## src/source/mips_config.svh

```systemverilog
`ifndef MIPS_CONFIG_SVH
`define MIPS_CONFIG_SVH

// Address of the first instruction fetch after reset.
`define MIPS_RESET_VECTOR 32'hBFC0_0000

// A JR to this address stops the core.
`define MIPS_HALT_ADDR 32'h0000_0000

// Architectural register count.
`define MIPS_NUM_REGS 32

`endif
```

## src/source/mips_codes_pkg.sv

```systemverilog
package mips_codes_pkg;

  typedef logic [31:0] size_t;
  typedef logic [4:0] regaddr_t;

  // Instruction cycle.
  typedef enum logic [1:0] {
    FETCH  = 2'd0,
    EXEC   = 2'd1,
    MEM    = 2'd2,
    HALTED = 2'd3
  } state_t;

  // Major opcodes, bits 31:26.
  typedef enum logic [5:0] {
    OPCODE_SPECIAL = 6'h00,
    OPCODE_BEQ     = 6'h04,
    OPCODE_BNE     = 6'h05,
    OPCODE_ADDIU   = 6'h09,
    OPCODE_ORI     = 6'h0D,
    OPCODE_LUI     = 6'h0F,
    OPCODE_LW      = 6'h23,
    OPCODE_SW      = 6'h2B
  } opcode_t;

  // Function field of SPECIAL instructions.
  typedef enum logic [5:0] {
    FUNCT_JR   = 6'h08,
    FUNCT_ADDU = 6'h21,
    FUNCT_SUBU = 6'h23,
    FUNCT_AND  = 6'h24,
    FUNCT_OR   = 6'h25,
    FUNCT_XOR  = 6'h26,
    FUNCT_SLT  = 6'h2A
  } funct_t;

  typedef enum logic [2:0] {
    ALU_ADD = 3'd0,
    ALU_SUB = 3'd1,
    ALU_AND = 3'd2,
    ALU_OR  = 3'd3,
    ALU_XOR = 3'd4,
    ALU_SLT = 3'd5,
    ALU_LUI = 3'd6
  } alu_op_t;

  // Low half of an instruction, read as R-type fields or as an immediate.
  typedef struct packed {
    regaddr_t rd;
    logic [4:0] shamt;
    funct_t funct;
  } rfields_t;

  typedef union packed {
    rfields_t r;
    logic [15:0] immediate;
  } low_t;

  typedef struct packed {
    opcode_t opcode;
    regaddr_t rs;
    regaddr_t rt;
    low_t low;
  } instr_t;

  typedef struct packed {
    logic pc_wen;
    logic ir_wen;
    logic reg_wen;
    logic mem_read;
    logic mem_write;
    logic src_b_imm;
    logic imm_zero_ext;
    logic addr_sel_alu;
    logic reg_wd_mem;
    logic reg_a3_rd;
    logic branch;
    logic branch_ne;
    logic jump_reg;
    alu_op_t alu_op;
  } ctrl_t;

endpackage

```

## src/source/mips_cpu_bus.sv

```systemverilog
`timescale 1ns/1ps

module mips_cpu_bus (
  input  logic                  clk,
  input  logic                  rst_n_i,
  output logic                  active_o,
  output mips_codes_pkg::size_t register_v0_o,

  // Avalon master port.
  output mips_codes_pkg::size_t address_o,
  output logic                  write_o,
  output logic                  read_o,
  input  logic                  waitrequest_i,
  output mips_codes_pkg::size_t writedata_o,
  output logic [3:0]            byteenable_o,
  input  mips_codes_pkg::size_t readdata_i
);
  import mips_codes_pkg::*;

  state_t   state;
  instr_t   instr;
  ctrl_t    ctrl;
  logic     is_mem;
  logic     halt;
  size_t    pc;
  regaddr_t addr_3;
  size_t    rs_data;
  size_t    rt_data;
  size_t    write_data_3;
  size_t    imm_ext;
  size_t    alu_b;
  size_t    alu_result;
  logic     alu_zero;
  size_t    mem_addr_q;

  mips_fsm fsm (
    .clk          (clk),
    .rst_n_i      (rst_n_i),
    .waitrequest_i(waitrequest_i),
    .is_mem_i     (is_mem),
    .halt_i       (halt),
    .state_o      (state)
  );

  mips_decode decode (
    .clk          (clk),
    .rst_n_i      (rst_n_i),
    .state_i      (state),
    .waitrequest_i(waitrequest_i),
    .readdata_i   (readdata_i),
    .instr_o      (instr),
    .ctrl_o       (ctrl),
    .is_mem_o     (is_mem)
  );

  mips_pc pc_reg (
    .clk        (clk),
    .rst_n_i    (rst_n_i),
    .ctrl_i     (ctrl),
    .immediate_i(instr.low.immediate),
    .rs_data_i  (rs_data),
    .alu_zero_i (alu_zero),
    .pc_o       (pc),
    .halt_o     (halt)
  );

  // Write-back goes to rd for R-type, otherwise to rt.
  assign addr_3       = ctrl.reg_a3_rd ? instr.low.r.rd : instr.rt;
  assign write_data_3 = ctrl.reg_wd_mem ? readdata_i : alu_result;

  mips_regfile regfile (
    .clk           (clk),
    .rst_n_i       (rst_n_i),
    .addr_1_i      (instr.rs),
    .addr_2_i      (instr.rt),
    .addr_3_i      (addr_3),
    .write_data_3_i(write_data_3),
    .write_enable_i(ctrl.reg_wen),
    .read_data_1_o (rs_data),
    .read_data_2_o (rt_data),
    .v0_o          (register_v0_o)
  );

  assign imm_ext = ctrl.imm_zero_ext ? {16'h0000, instr.low.immediate}
                                     : {{16{instr.low.immediate[15]}}, instr.low.immediate};
  assign alu_b   = ctrl.src_b_imm ? imm_ext : rt_data;

  mips_alu alu (
    .alu_op_i(ctrl.alu_op),
    .a_i     (rs_data),
    .b_i     (alu_b),
    .result_o(alu_result),
    .zero_o  (alu_zero)
  );

  // Load/store address, held steady through the whole MEM state.
  always_ff @(posedge clk) begin
    if (state == EXEC) begin
      mem_addr_q <= alu_result;
    end
  end

  assign address_o    = ctrl.addr_sel_alu ? mem_addr_q : pc;
  assign read_o       = ctrl.mem_read;
  assign write_o      = ctrl.mem_write;
  assign writedata_o  = rt_data;
  assign byteenable_o = 4'b1111;
  assign active_o     = (state != HALTED);

endmodule

```

## src/source/mips_alu.sv

```systemverilog
`timescale 1ns/1ps

module mips_alu (
  input  mips_codes_pkg::alu_op_t alu_op_i,
  input  mips_codes_pkg::size_t   a_i,
  input  mips_codes_pkg::size_t   b_i,
  output mips_codes_pkg::size_t   result_o,
  output logic                    zero_o
);
  import mips_codes_pkg::*;

  always_comb begin
    case (alu_op_i)
      ALU_ADD: begin
        result_o = a_i + b_i;
      end
      ALU_SUB: begin
        result_o = a_i - b_i;
      end
      ALU_AND: begin
        result_o = a_i & b_i;
      end
      ALU_OR: begin
        result_o = a_i | b_i;
      end
      ALU_XOR: begin
        result_o = a_i ^ b_i;
      end
      // Signed compare, result is 0 or 1.
      ALU_SLT: begin
        result_o = {31'b0, $signed(a_i) < $signed(b_i)};
      end
      // Immediate moves to the upper half.
      ALU_LUI: begin
        result_o = {b_i[15:0], 16'h0000};
      end
      default: begin
        result_o = '0;
      end
    endcase
  end

  // Drives the branch decision, after a subtract.
  assign zero_o = (result_o == '0);

endmodule

```

## src/source/mips_regfile.sv

```systemverilog
`timescale 1ns/1ps
`include "mips_config.svh"

module mips_regfile (
  input  logic                     clk,
  input  logic                     rst_n_i,
  input  mips_codes_pkg::regaddr_t addr_1_i,
  input  mips_codes_pkg::regaddr_t addr_2_i,
  input  mips_codes_pkg::regaddr_t addr_3_i,
  input  mips_codes_pkg::size_t    write_data_3_i,
  input  logic                     write_enable_i,
  output mips_codes_pkg::size_t    read_data_1_o,
  output mips_codes_pkg::size_t    read_data_2_o,
  output mips_codes_pkg::size_t    v0_o
);
  import mips_codes_pkg::*;

  size_t regs [`MIPS_NUM_REGS];

  // Register zero is cleared by reset and never written after.
  always_ff @(posedge clk or negedge rst_n_i) begin
    if (!rst_n_i) begin
      for (int i = 0; i < `MIPS_NUM_REGS; i++) begin
        regs[i] <= '0;
      end
    end else if (write_enable_i && (addr_3_i != '0)) begin
      regs[addr_3_i] <= write_data_3_i;
    end
  end

  assign read_data_1_o = regs[addr_1_i];
  assign read_data_2_o = regs[addr_2_i];

  // Result register, shown on the core boundary.
  assign v0_o = regs[2];

endmodule

```

## src/source/mips_pc.sv

```systemverilog
`timescale 1ns/1ps
`include "mips_config.svh"

module mips_pc (
  input  logic                  clk,
  input  logic                  rst_n_i,
  input  mips_codes_pkg::ctrl_t ctrl_i,
  input  logic [15:0]           immediate_i,
  input  mips_codes_pkg::size_t rs_data_i,
  input  logic                  alu_zero_i,
  output mips_codes_pkg::size_t pc_o,
  output logic                  halt_o
);
  import mips_codes_pkg::*;

  size_t pc_q;
  size_t pc_plus4;
  size_t branch_target;
  size_t pc_next;
  logic  branch_taken;

  assign pc_plus4      = pc_q + 32'd4;
  assign branch_target = pc_plus4 + {{14{immediate_i[15]}}, immediate_i, 2'b00};

  // BEQ wants a zero difference, BNE a non-zero one.
  assign branch_taken = ctrl_i.branch && (alu_zero_i != ctrl_i.branch_ne);

  always_comb begin
    if (ctrl_i.jump_reg) begin
      pc_next = rs_data_i;
    end else if (branch_taken) begin
      pc_next = branch_target;
    end else begin
      pc_next = pc_plus4;
    end
  end

  always_ff @(posedge clk or negedge rst_n_i) begin
    if (!rst_n_i) begin
      pc_q <= `MIPS_RESET_VECTOR;
    end else if (ctrl_i.pc_wen) begin
      pc_q <= pc_next;
    end
  end

  assign pc_o   = pc_q;
  assign halt_o = ctrl_i.pc_wen && ctrl_i.jump_reg && (rs_data_i == `MIPS_HALT_ADDR);

endmodule

```

## src/source/mips_decode.sv

```systemverilog
`timescale 1ns/1ps

module mips_decode (
  input  logic                   clk,
  input  logic                   rst_n_i,
  input  mips_codes_pkg::state_t state_i,
  input  logic                   waitrequest_i,
  input  mips_codes_pkg::size_t  readdata_i,
  output mips_codes_pkg::instr_t instr_o,
  output mips_codes_pkg::ctrl_t  ctrl_o,
  output logic                   is_mem_o
);
  import mips_codes_pkg::*;

  instr_t ir_q;
  logic   is_load;
  logic   writes_reg;

  // Instruction register, loaded once per completed fetch.
  always_ff @(posedge clk or negedge rst_n_i) begin
    if (!rst_n_i) begin
      ir_q <= '0;
    end else if (ctrl_o.ir_wen) begin
      ir_q <= instr_t'(readdata_i);
    end
  end

  assign instr_o  = ir_q;
  assign is_load  = (ir_q.opcode == OPCODE_LW);
  assign is_mem_o = is_load || (ir_q.opcode == OPCODE_SW);

  always_comb begin
    ctrl_o        = '0;
    ctrl_o.alu_op = ALU_ADD;
    writes_reg    = 1'b0;

    // Datapath steering depends on the instruction only.
    case (ir_q.opcode)
      OPCODE_SPECIAL: begin
        ctrl_o.reg_a3_rd = 1'b1;
        writes_reg       = 1'b1;
        case (ir_q.low.r.funct)
          FUNCT_ADDU: ctrl_o.alu_op = ALU_ADD;
          FUNCT_SUBU: ctrl_o.alu_op = ALU_SUB;
          FUNCT_AND:  ctrl_o.alu_op = ALU_AND;
          FUNCT_OR:   ctrl_o.alu_op = ALU_OR;
          FUNCT_XOR:  ctrl_o.alu_op = ALU_XOR;
          FUNCT_SLT:  ctrl_o.alu_op = ALU_SLT;
          FUNCT_JR: begin
            ctrl_o.jump_reg = 1'b1;
            writes_reg      = 1'b0;
          end
          // Unsupported function codes retire as a no-op.
          default: writes_reg = 1'b0;
        endcase
      end
      OPCODE_ADDIU: begin
        ctrl_o.src_b_imm = 1'b1;
        writes_reg       = 1'b1;
      end
      OPCODE_ORI: begin
        ctrl_o.src_b_imm    = 1'b1;
        ctrl_o.imm_zero_ext = 1'b1;
        ctrl_o.alu_op       = ALU_OR;
        writes_reg          = 1'b1;
      end
      OPCODE_LUI: begin
        ctrl_o.src_b_imm = 1'b1;
        ctrl_o.alu_op    = ALU_LUI;
        writes_reg       = 1'b1;
      end
      OPCODE_LW, OPCODE_SW: begin
        ctrl_o.src_b_imm = 1'b1;
      end
      OPCODE_BEQ, OPCODE_BNE: begin
        ctrl_o.branch    = 1'b1;
        ctrl_o.branch_ne = (ir_q.opcode == OPCODE_BNE);
        ctrl_o.alu_op    = ALU_SUB;
      end
      default: ;
    endcase

    // Enables fire once per instruction, and never while the bus stalls.
    case (state_i)
      FETCH: begin
        ctrl_o.mem_read = 1'b1;
        ctrl_o.ir_wen   = !waitrequest_i;
      end
      EXEC: begin
        ctrl_o.reg_wen = writes_reg;
        ctrl_o.pc_wen  = !is_mem_o;
      end
      MEM: begin
        ctrl_o.addr_sel_alu = 1'b1;
        ctrl_o.mem_read     = is_load;
        ctrl_o.mem_write    = !is_load;
        ctrl_o.reg_wd_mem   = is_load;
        ctrl_o.reg_wen      = is_load && !waitrequest_i;
        ctrl_o.pc_wen       = !waitrequest_i;
      end
      default: ;
    endcase
  end

endmodule

```

## src/source/mips_fsm.sv

```systemverilog
`timescale 1ns/1ps

module mips_fsm (
  input  logic                   clk,
  input  logic                   rst_n_i,
  input  logic                   waitrequest_i,
  input  logic                   is_mem_i,
  input  logic                   halt_i,
  output mips_codes_pkg::state_t state_o
);
  import mips_codes_pkg::*;

  state_t state_q;
  state_t state_d;

  always_ff @(posedge clk or negedge rst_n_i) begin
    if (!rst_n_i) begin
      state_q <= FETCH;
    end else begin
      state_q <= state_d;
    end
  end

  always_comb begin
    state_d = state_q;
    case (state_q)
      // A bus request is always pending here, so wait for the slave.
      FETCH: begin
        if (!waitrequest_i) begin
          state_d = EXEC;
        end
      end
      EXEC: begin
        if (halt_i) begin
          state_d = HALTED;
        end else if (is_mem_i) begin
          state_d = MEM;
        end else begin
          state_d = FETCH;
        end
      end
      MEM: begin
        if (!waitrequest_i) begin
          state_d = FETCH;
        end
      end
      // Only reset leaves this state.
      HALTED: begin
        state_d = HALTED;
      end
      default: begin
        state_d = FETCH;
      end
    endcase
  end

  assign state_o = state_q;

endmodule

```

## config.mk

```make
export PLATFORM = sky130hd
export DESIGN_NAME = mips_cpu_bus
export DESIGN_NICKNAME = d
export VERILOG_FILES = /design/src/source/mips_codes_pkg.sv /design/src/source/mips_cpu_bus.sv /design/src/source/mips_alu.sv /design/src/source/mips_regfile.sv /design/src/source/mips_pc.sv /design/src/source/mips_decode.sv /design/src/source/mips_fsm.sv
export VERILOG_INCLUDE_DIRS = /design/src /design/src/source
export SDC_FILE = /design/constraint.sdc
export NUM_CORES = 2
export LEC_CHECK = 0
export ABC_AREA = 1
export BUFFER_PORTS_ARGS = -buffer_cell sky130_fd_sc_hd__buf_2
export CAP_MARGIN = 5
export CORE_MARGIN = 2
export CORE_UTILIZATION = 30
export CTS_CLUSTER_DIAMETER = 40
export DETAILED_ROUTE_END_ITERATION = 12
export PLACE_DENSITY_LB_ADDON = 0.25
export SKIP_CTS_REPAIR_TIMING = 1
export SYNTH_ARGS = -nofsm -noshare
export SYNTH_HDL_FRONTEND = slang
export SYNTH_SLANG_ARGS = --single-unit
```

## constraint.sdc

```tcl
create_clock -name clk -period 4.65 [get_ports clk]
set_input_delay 0.2325 -clock clk [delete_from_list [all_inputs] [get_ports clk]]
set_output_delay 0.2325 -clock clk [all_outputs]
set_load 0.03 [all_outputs]
```

==> impl_results.html <==
<table>
<tr><th>Metric</th><th>Value</th></tr>
<tr><th colspan="2">Place</th></tr>
<tr><td>Routability congestion estimate</td><td>0.9700</td></tr>
<tr><td>IO buf count</td><td>133</td></tr>
<tr><td>Detailed placement HPWL</td><td>251000 um</td></tr>
<tr><td>Post-Place Cell Area</td><td>0.08583 mm2</td></tr>
<tr><th colspan="2">Timing</th></tr>
<tr><td>Maximum clock frequency</td><td>187.1 MHz</td></tr>
<tr><td>Transition time at the pin with the least slew margin</td><td>1152 ps</td></tr>
<tr><td>Final Slew Violations</td><td>0</td></tr>
<tr><td>Unrepaired setup endpoints after global routing</td><td>true</td></tr>
<tr><td>Final worst clock skew</td><td>64.55 ps</td></tr>
<tr><td>Period utilization</td><td>115.0%</td></tr>
<tr><td>Final number of setup-violating endpoints</td><td>670</td></tr>
<tr><td>Final hold viol count</td><td>0</td></tr>
<tr><td>Min setup slack post-route</td><td>-695.6 ps</td></tr>
<tr><td>Worst max-slew margin expressed relative to the limit</td><td>22.89%</td></tr>
<tr><td>Min Tclk post-route</td><td>5346 ps</td></tr>
<tr><th colspan="2">Worst setup path</th></tr>
<tr><td>Buf+Inv Stages, Crit Path</td><td>13</td></tr>
<tr><td>Cell family contributing the most delay on the critical path</td><td>simple AND/OR/NAND/NOR gates</td></tr>
<tr><td>Kind of critical path</td><td>flop to flop</td></tr>
<tr><td>Data arrival time of the critical path</td><td>6120 ps</td></tr>
<tr><td>CP Launch Type</td><td>flop</td></tr>
<tr><td>Reg-to-reg critical path endpoint</td><td>pc_reg.pc_o[8]</td></tr>
<tr><td>Slowest library cell on the worst path</td><td>sky130_fd_sc_hd__dfrtp_4</td></tr>
<tr><td>Worst reg2reg startpoint</td><td>decode.instr_o[16]</td></tr>
<tr><td>Most frequent CP cell</td><td>sky130_fd_sc_hd__nand2_1</td></tr>
<tr><td>Worst-case reg-to-reg path depth</td><td>41</td></tr>
<tr><td>Worst EP required</td><td>5420 ps</td></tr>
<tr><td>Setup slack on the worst flop-to-flop path</td><td>-700 ps</td></tr>
<tr><td>Crit path capture type</td><td>flop</td></tr>
<tr><td>Crit-path max FO</td><td>12</td></tr>
<tr><td>CP max stage delay</td><td>500 ps</td></tr>
<tr><th colspan="2">Synth</th></tr>
<tr><td>Predominant post-synthesis flop cell</td><td>sky130_fd_sc_hd__dfrtp_1</td></tr>
<tr><td>Seq/Total Area, Yosys</td><td>40.54%</td></tr>
<tr><td>Leading cell types by total area after synthesis</td><td>sky130_fd_sc_hd__dfrtp_1, sky130_fd_sc_hd__o21ai_0, sky130_fd_sc_hd__nand2_1, sky130_fd_sc_hd__nand3_1, sky130_fd_sc_hd__nor2_1</td></tr>
<tr><td>Cell area after synthesis</td><td>0.06969 mm2</td></tr>
<tr><td>Library cells used by synthesis</td><td>54</td></tr>
<tr><td>Number of flops mapped to enable cells by yosys</td><td>32</td></tr>
<tr><td>Async set-reset flop share out of synthesis</td><td>97.15%</td></tr>
<tr><td>Yosys reg bits</td><td>1122</td></tr>
<tr><td>Top cell type by total area after synthesis</td><td>sky130_fd_sc_hd__dfrtp_1</td></tr>
<tr><td>Synthesized instance count</td><td>10070</td></tr>
<tr><td>Area share of the largest cell type after synthesis</td><td>38.82%</td></tr>
<tr><td>Yosys warning count</td><td>0</td></tr>
<tr><td>Post-Synthesis Mean Instance Area</td><td>6.924 um2</td></tr>
<tr><th colspan="2">Layout</th></tr>
<tr><td>Fin area</td><td>0.09842 mm2</td></tr>
<tr><td>Layout area overhead</td><td>41.23%</td></tr>
<tr><td>Number of filler cells placed in the layout</td><td>23210</td></tr>
<tr><td>Fin nets</td><td>11550</td></tr>
<tr><td>Share of final-layout standard cells stronger than drive strength 1</td><td>25.38%</td></tr>
<tr><th colspan="2">Detailed routing</th></tr>
<tr><td>Via density per instance</td><td>5.478</td></tr>
<tr><td>Number of DRC markers after the initial detailed-route iteration</td><td>10170</td></tr>
<tr><td>Average wire per cell in the routed design</td><td>25.11 um</td></tr>
<tr><td>DRC viols</td><td>0</td></tr>
<tr><td>Total number of vias</td><td>80000</td></tr>
<tr><td>Detail Route Antenna Nets</td><td>0</td></tr>
<tr><td>Total wirelength of the detailed-routed design</td><td>366600 um</td></tr>
<tr><td>Initial DRT Pass Iterations</td><td>9</td></tr>
<tr><th colspan="2">Global route</th></tr>
<tr><td>Initial antenna violation count</td><td>15</td></tr>
<tr><td>Maximum number of pins on one net before global-route repair</td><td>117</td></tr>
<tr><td>Number of global-route vias before repair</td><td>75650</td></tr>
<tr><td>GRT Util Overall</td><td>29.39%</td></tr>
<tr><td>Global-route wire length before repair</td><td>517000 um</td></tr>
<tr><td>Total congestion overflow after global routing</td><td>0</td></tr>
<tr><th colspan="2">Floorplanning</th></tr>
<tr><td>IO Pins</td><td>138</td></tr>
<tr><td>Overall die height</td><td>486.0 um</td></tr>
<tr><td>Floorplan die area</td><td>0.2362 mm2</td></tr>
<tr><td>X dimension of the die</td><td>486.0 um</td></tr>
<tr><td>Core area</td><td>0.2306 mm2</td></tr>
<tr><td>Effective utilization at floorplan</td><td>30.22%</td></tr>
<tr><td>Std cell rows</td><td>176</td></tr>
<tr><th colspan="2">Clocking</th></tr>
<tr><td>Clock latency on the worst-skew pair</td><td>900 ps</td></tr>
<tr><td>Level count of the clock H-tree</td><td>4</td></tr>
<tr><td>Clk sink count</td><td>1122</td></tr>
<tr><td>CTS tree</td><td>done</td></tr>
<tr><td>Clk Tree Root Cell</td><td>sky130_fd_sc_hd__clkbuf_16</td></tr>
<tr><td>TritonCTS buffer count</td><td>213</td></tr>
<tr><td>Clock-pin slew on the worst setup and hold paths</td><td>60 ps</td></tr>
<tr><td>Bufs on Longest Clock Path</td><td>3</td></tr>
<tr><th colspan="2">Status</th></tr>
<tr><td>Violations in the final reports</td><td>setup timing</td></tr>
<tr><td>Run status</td><td>finished, violations left</td></tr>
<tr><th colspan="2">Run</th></tr>
<tr><td>Max Cap Viol</td><td>0</td></tr>
<tr><th colspan="2">Worst hold path</th></tr>
<tr><td>Type of the tightest min-delay check</td><td>input pin to async pin</td></tr>
</table>
==> tightest hold or removal path, stage by stage <==
cell and delay [ps]:
sky130_fd_sc_hd__dlygate4sd3_1 580, sky130_fd_sc_hd__buf_8 220, sky130_fd_sc_hd__buf_12 220
==> state kept, by name (all words and copies together), names as in the netlist <==
register and cells:
fsm.state_o 2, decode.instr_o 32, mem_addr_q 32, pc_reg.pc_o 32, regfile.v0_o 32, regfile.regs 992
==> through the flow <==
step	utilization, %	TNS (ps)	setup WS, ps	instances	hold WS, ps
after floorplan	-	-15.29	-15.29	10070	-63.09
after global placement	37.23	-444910	-1475	14030	146.7
after detailed placement	37.23	-427640	-1425	14030	146.0
after CTS	40.61	-454590	-1488	14440	-802.8
after global routing	42.68	-221760	-929.1	14590	55.23
final	42.69	-70760	-695.6	14600	37.38
==> final cells by class <==
class	count	area, um2	area share, %
Multi-Input combinational cell	7370	37750	38.35
Sequential cell	1122	28280	28.73
Timing Repair Buffer	1952	17940	18.23
Clock buffer	241	5618	5.708
Tap cell	3026	3786	3.847
Inverter	711	2769	2.813
Clock inverter	165	2187	2.222
Timing Repair inverter	5	61.31	0.06229
Antenna cell	11	27.53	0.02797
==> cell usage after synthesis, types with 9 or more instances <==
| cell type | instances |
|---|---|
| sky130_fd_sc_hd__o21bai_1 | 36 |
| sky130_fd_sc_hd__buf_4 | 41 |
| sky130_fd_sc_hd__or2_2 | 35 |
| sky130_fd_sc_hd__nand2_1 | 2609 |
| sky130_fd_sc_hd__edfxtp_1 | 32 |
| sky130_fd_sc_hd__nand3_1 | 771 |
| sky130_fd_sc_hd__nor4_1 | 9 |
| sky130_fd_sc_hd__o211ai_1 | 37 |
| sky130_fd_sc_hd__nor3_1 | 25 |
| sky130_fd_sc_hd__dfrtp_1 | 1081 |
| sky130_fd_sc_hd__xnor2_1 | 10 |
| sky130_fd_sc_hd__a32o_1 | 16 |
| sky130_fd_sc_hd__inv_1 | 695 |
| sky130_fd_sc_hd__ha_1 | 135 |
| sky130_fd_sc_hd__o21ai_1 | 13 |
| sky130_fd_sc_hd__a21oi_1 | 335 |
| sky130_fd_sc_hd__buf_1 | 43 |
| sky130_fd_sc_hd__dfstp_2 | 9 |
| sky130_fd_sc_hd__a31oi_1 | 17 |
| sky130_fd_sc_hd__o221ai_1 | 194 |
| sky130_fd_sc_hd__buf_2 | 75 |
| sky130_fd_sc_hd__o22ai_1 | 132 |
| sky130_fd_sc_hd__nor2_1 | 890 |
| sky130_fd_sc_hd__o21ai_0 | 1957 |
| sky130_fd_sc_hd__clkbuf_1 | 699 |
| sky130_fd_sc_hd__nand4_1 | 43 |
| sky130_fd_sc_hd__xor2_1 | 49 |
| sky130_fd_sc_hd__inv_2 | 14 |
==> cells in the final DEF (no fill, tap or decap), types with 44 or more instances in the layout <==
master,synthesis,layout
sky130_fd_sc_hd__buf_6,7,50
sky130_fd_sc_hd__ha_1,135,102
sky130_fd_sc_hd__buf_12,0,191
sky130_fd_sc_hd__nand2_2,3,143
sky130_fd_sc_hd__nor2_1,890,808
sky130_fd_sc_hd__inv_2,14,44
sky130_fd_sc_hd__xor2_1,49,49
sky130_fd_sc_hd__o221ai_1,194,191
sky130_fd_sc_hd__o21ai_0,1957,1752
sky130_fd_sc_hd__dfrtp_1,1081,1071
sky130_fd_sc_hd__o22ai_1,132,132
sky130_fd_sc_hd__nand2_1,2609,2440
sky130_fd_sc_hd__inv_1,695,657
sky130_fd_sc_hd__buf_2,75,132
sky130_fd_sc_hd__o21ai_1,13,162
sky130_fd_sc_hd__clkbuf_16,0,244
sky130_fd_sc_hd__o21ai_2,0,48
sky130_fd_sc_hd__nand3_2,2,84
sky130_fd_sc_hd__a21oi_1,335,306
sky130_fd_sc_hd__nand3_1,771,667
sky130_fd_sc_hd__nor2_2,3,52
sky130_fd_sc_hd__buf_4,41,1483
==> worst max-delay path by stage <==
stage / start / to / slack, ps / cells past startpoint
floorplan: decode.instr_o[16] / pc_reg.pc_o[18] / -20 / 39
global placement: decode.instr_o[21] / pc_reg.pc_o[11] / -1480 / 33
detailed placement: decode.instr_o[21] / pc_reg.pc_o[15] / -1430 / 32
CTS: decode.instr_o[16] / pc_reg.pc_o[3] / -1490 / 34
global route: decode.instr_o[16] / pc_reg.pc_o[29] / -930 / 42
finish: decode.instr_o[16] / pc_reg.pc_o[8] / -700 / 41
==> metal layers <==
metal  up-vias  global-route usage (%)  wire (um)  share of wire [%]
li1      36110                       -          -                  -
met1     38610                   38.96     151100                 41
met2      4394                   46.05     163700                 45
met3       880                   5.534      32670                8.9
met4         4                   13.96      19160                5.2
met5         -                       0         27             0.0074
==> cells by family (layout without fill, tap and decap cells) <==
family          Yosys count  in the layout  synth area share (%)
compound gates         2755           2755                 21.55
xor+xnor                 59             59                0.7415
fa+ha+maj               138            138                 2.510
buf+inv                1576           3074                 8.920
flops                  1122           1122                 40.54
mux                       5              5               0.07541
other cells               1             15              0.005381
simple gates           4409           4409                 25.66
Power is not shown: default switching activity piles up to over one toggle a cycle in this logic, so the estimate is an artifact.
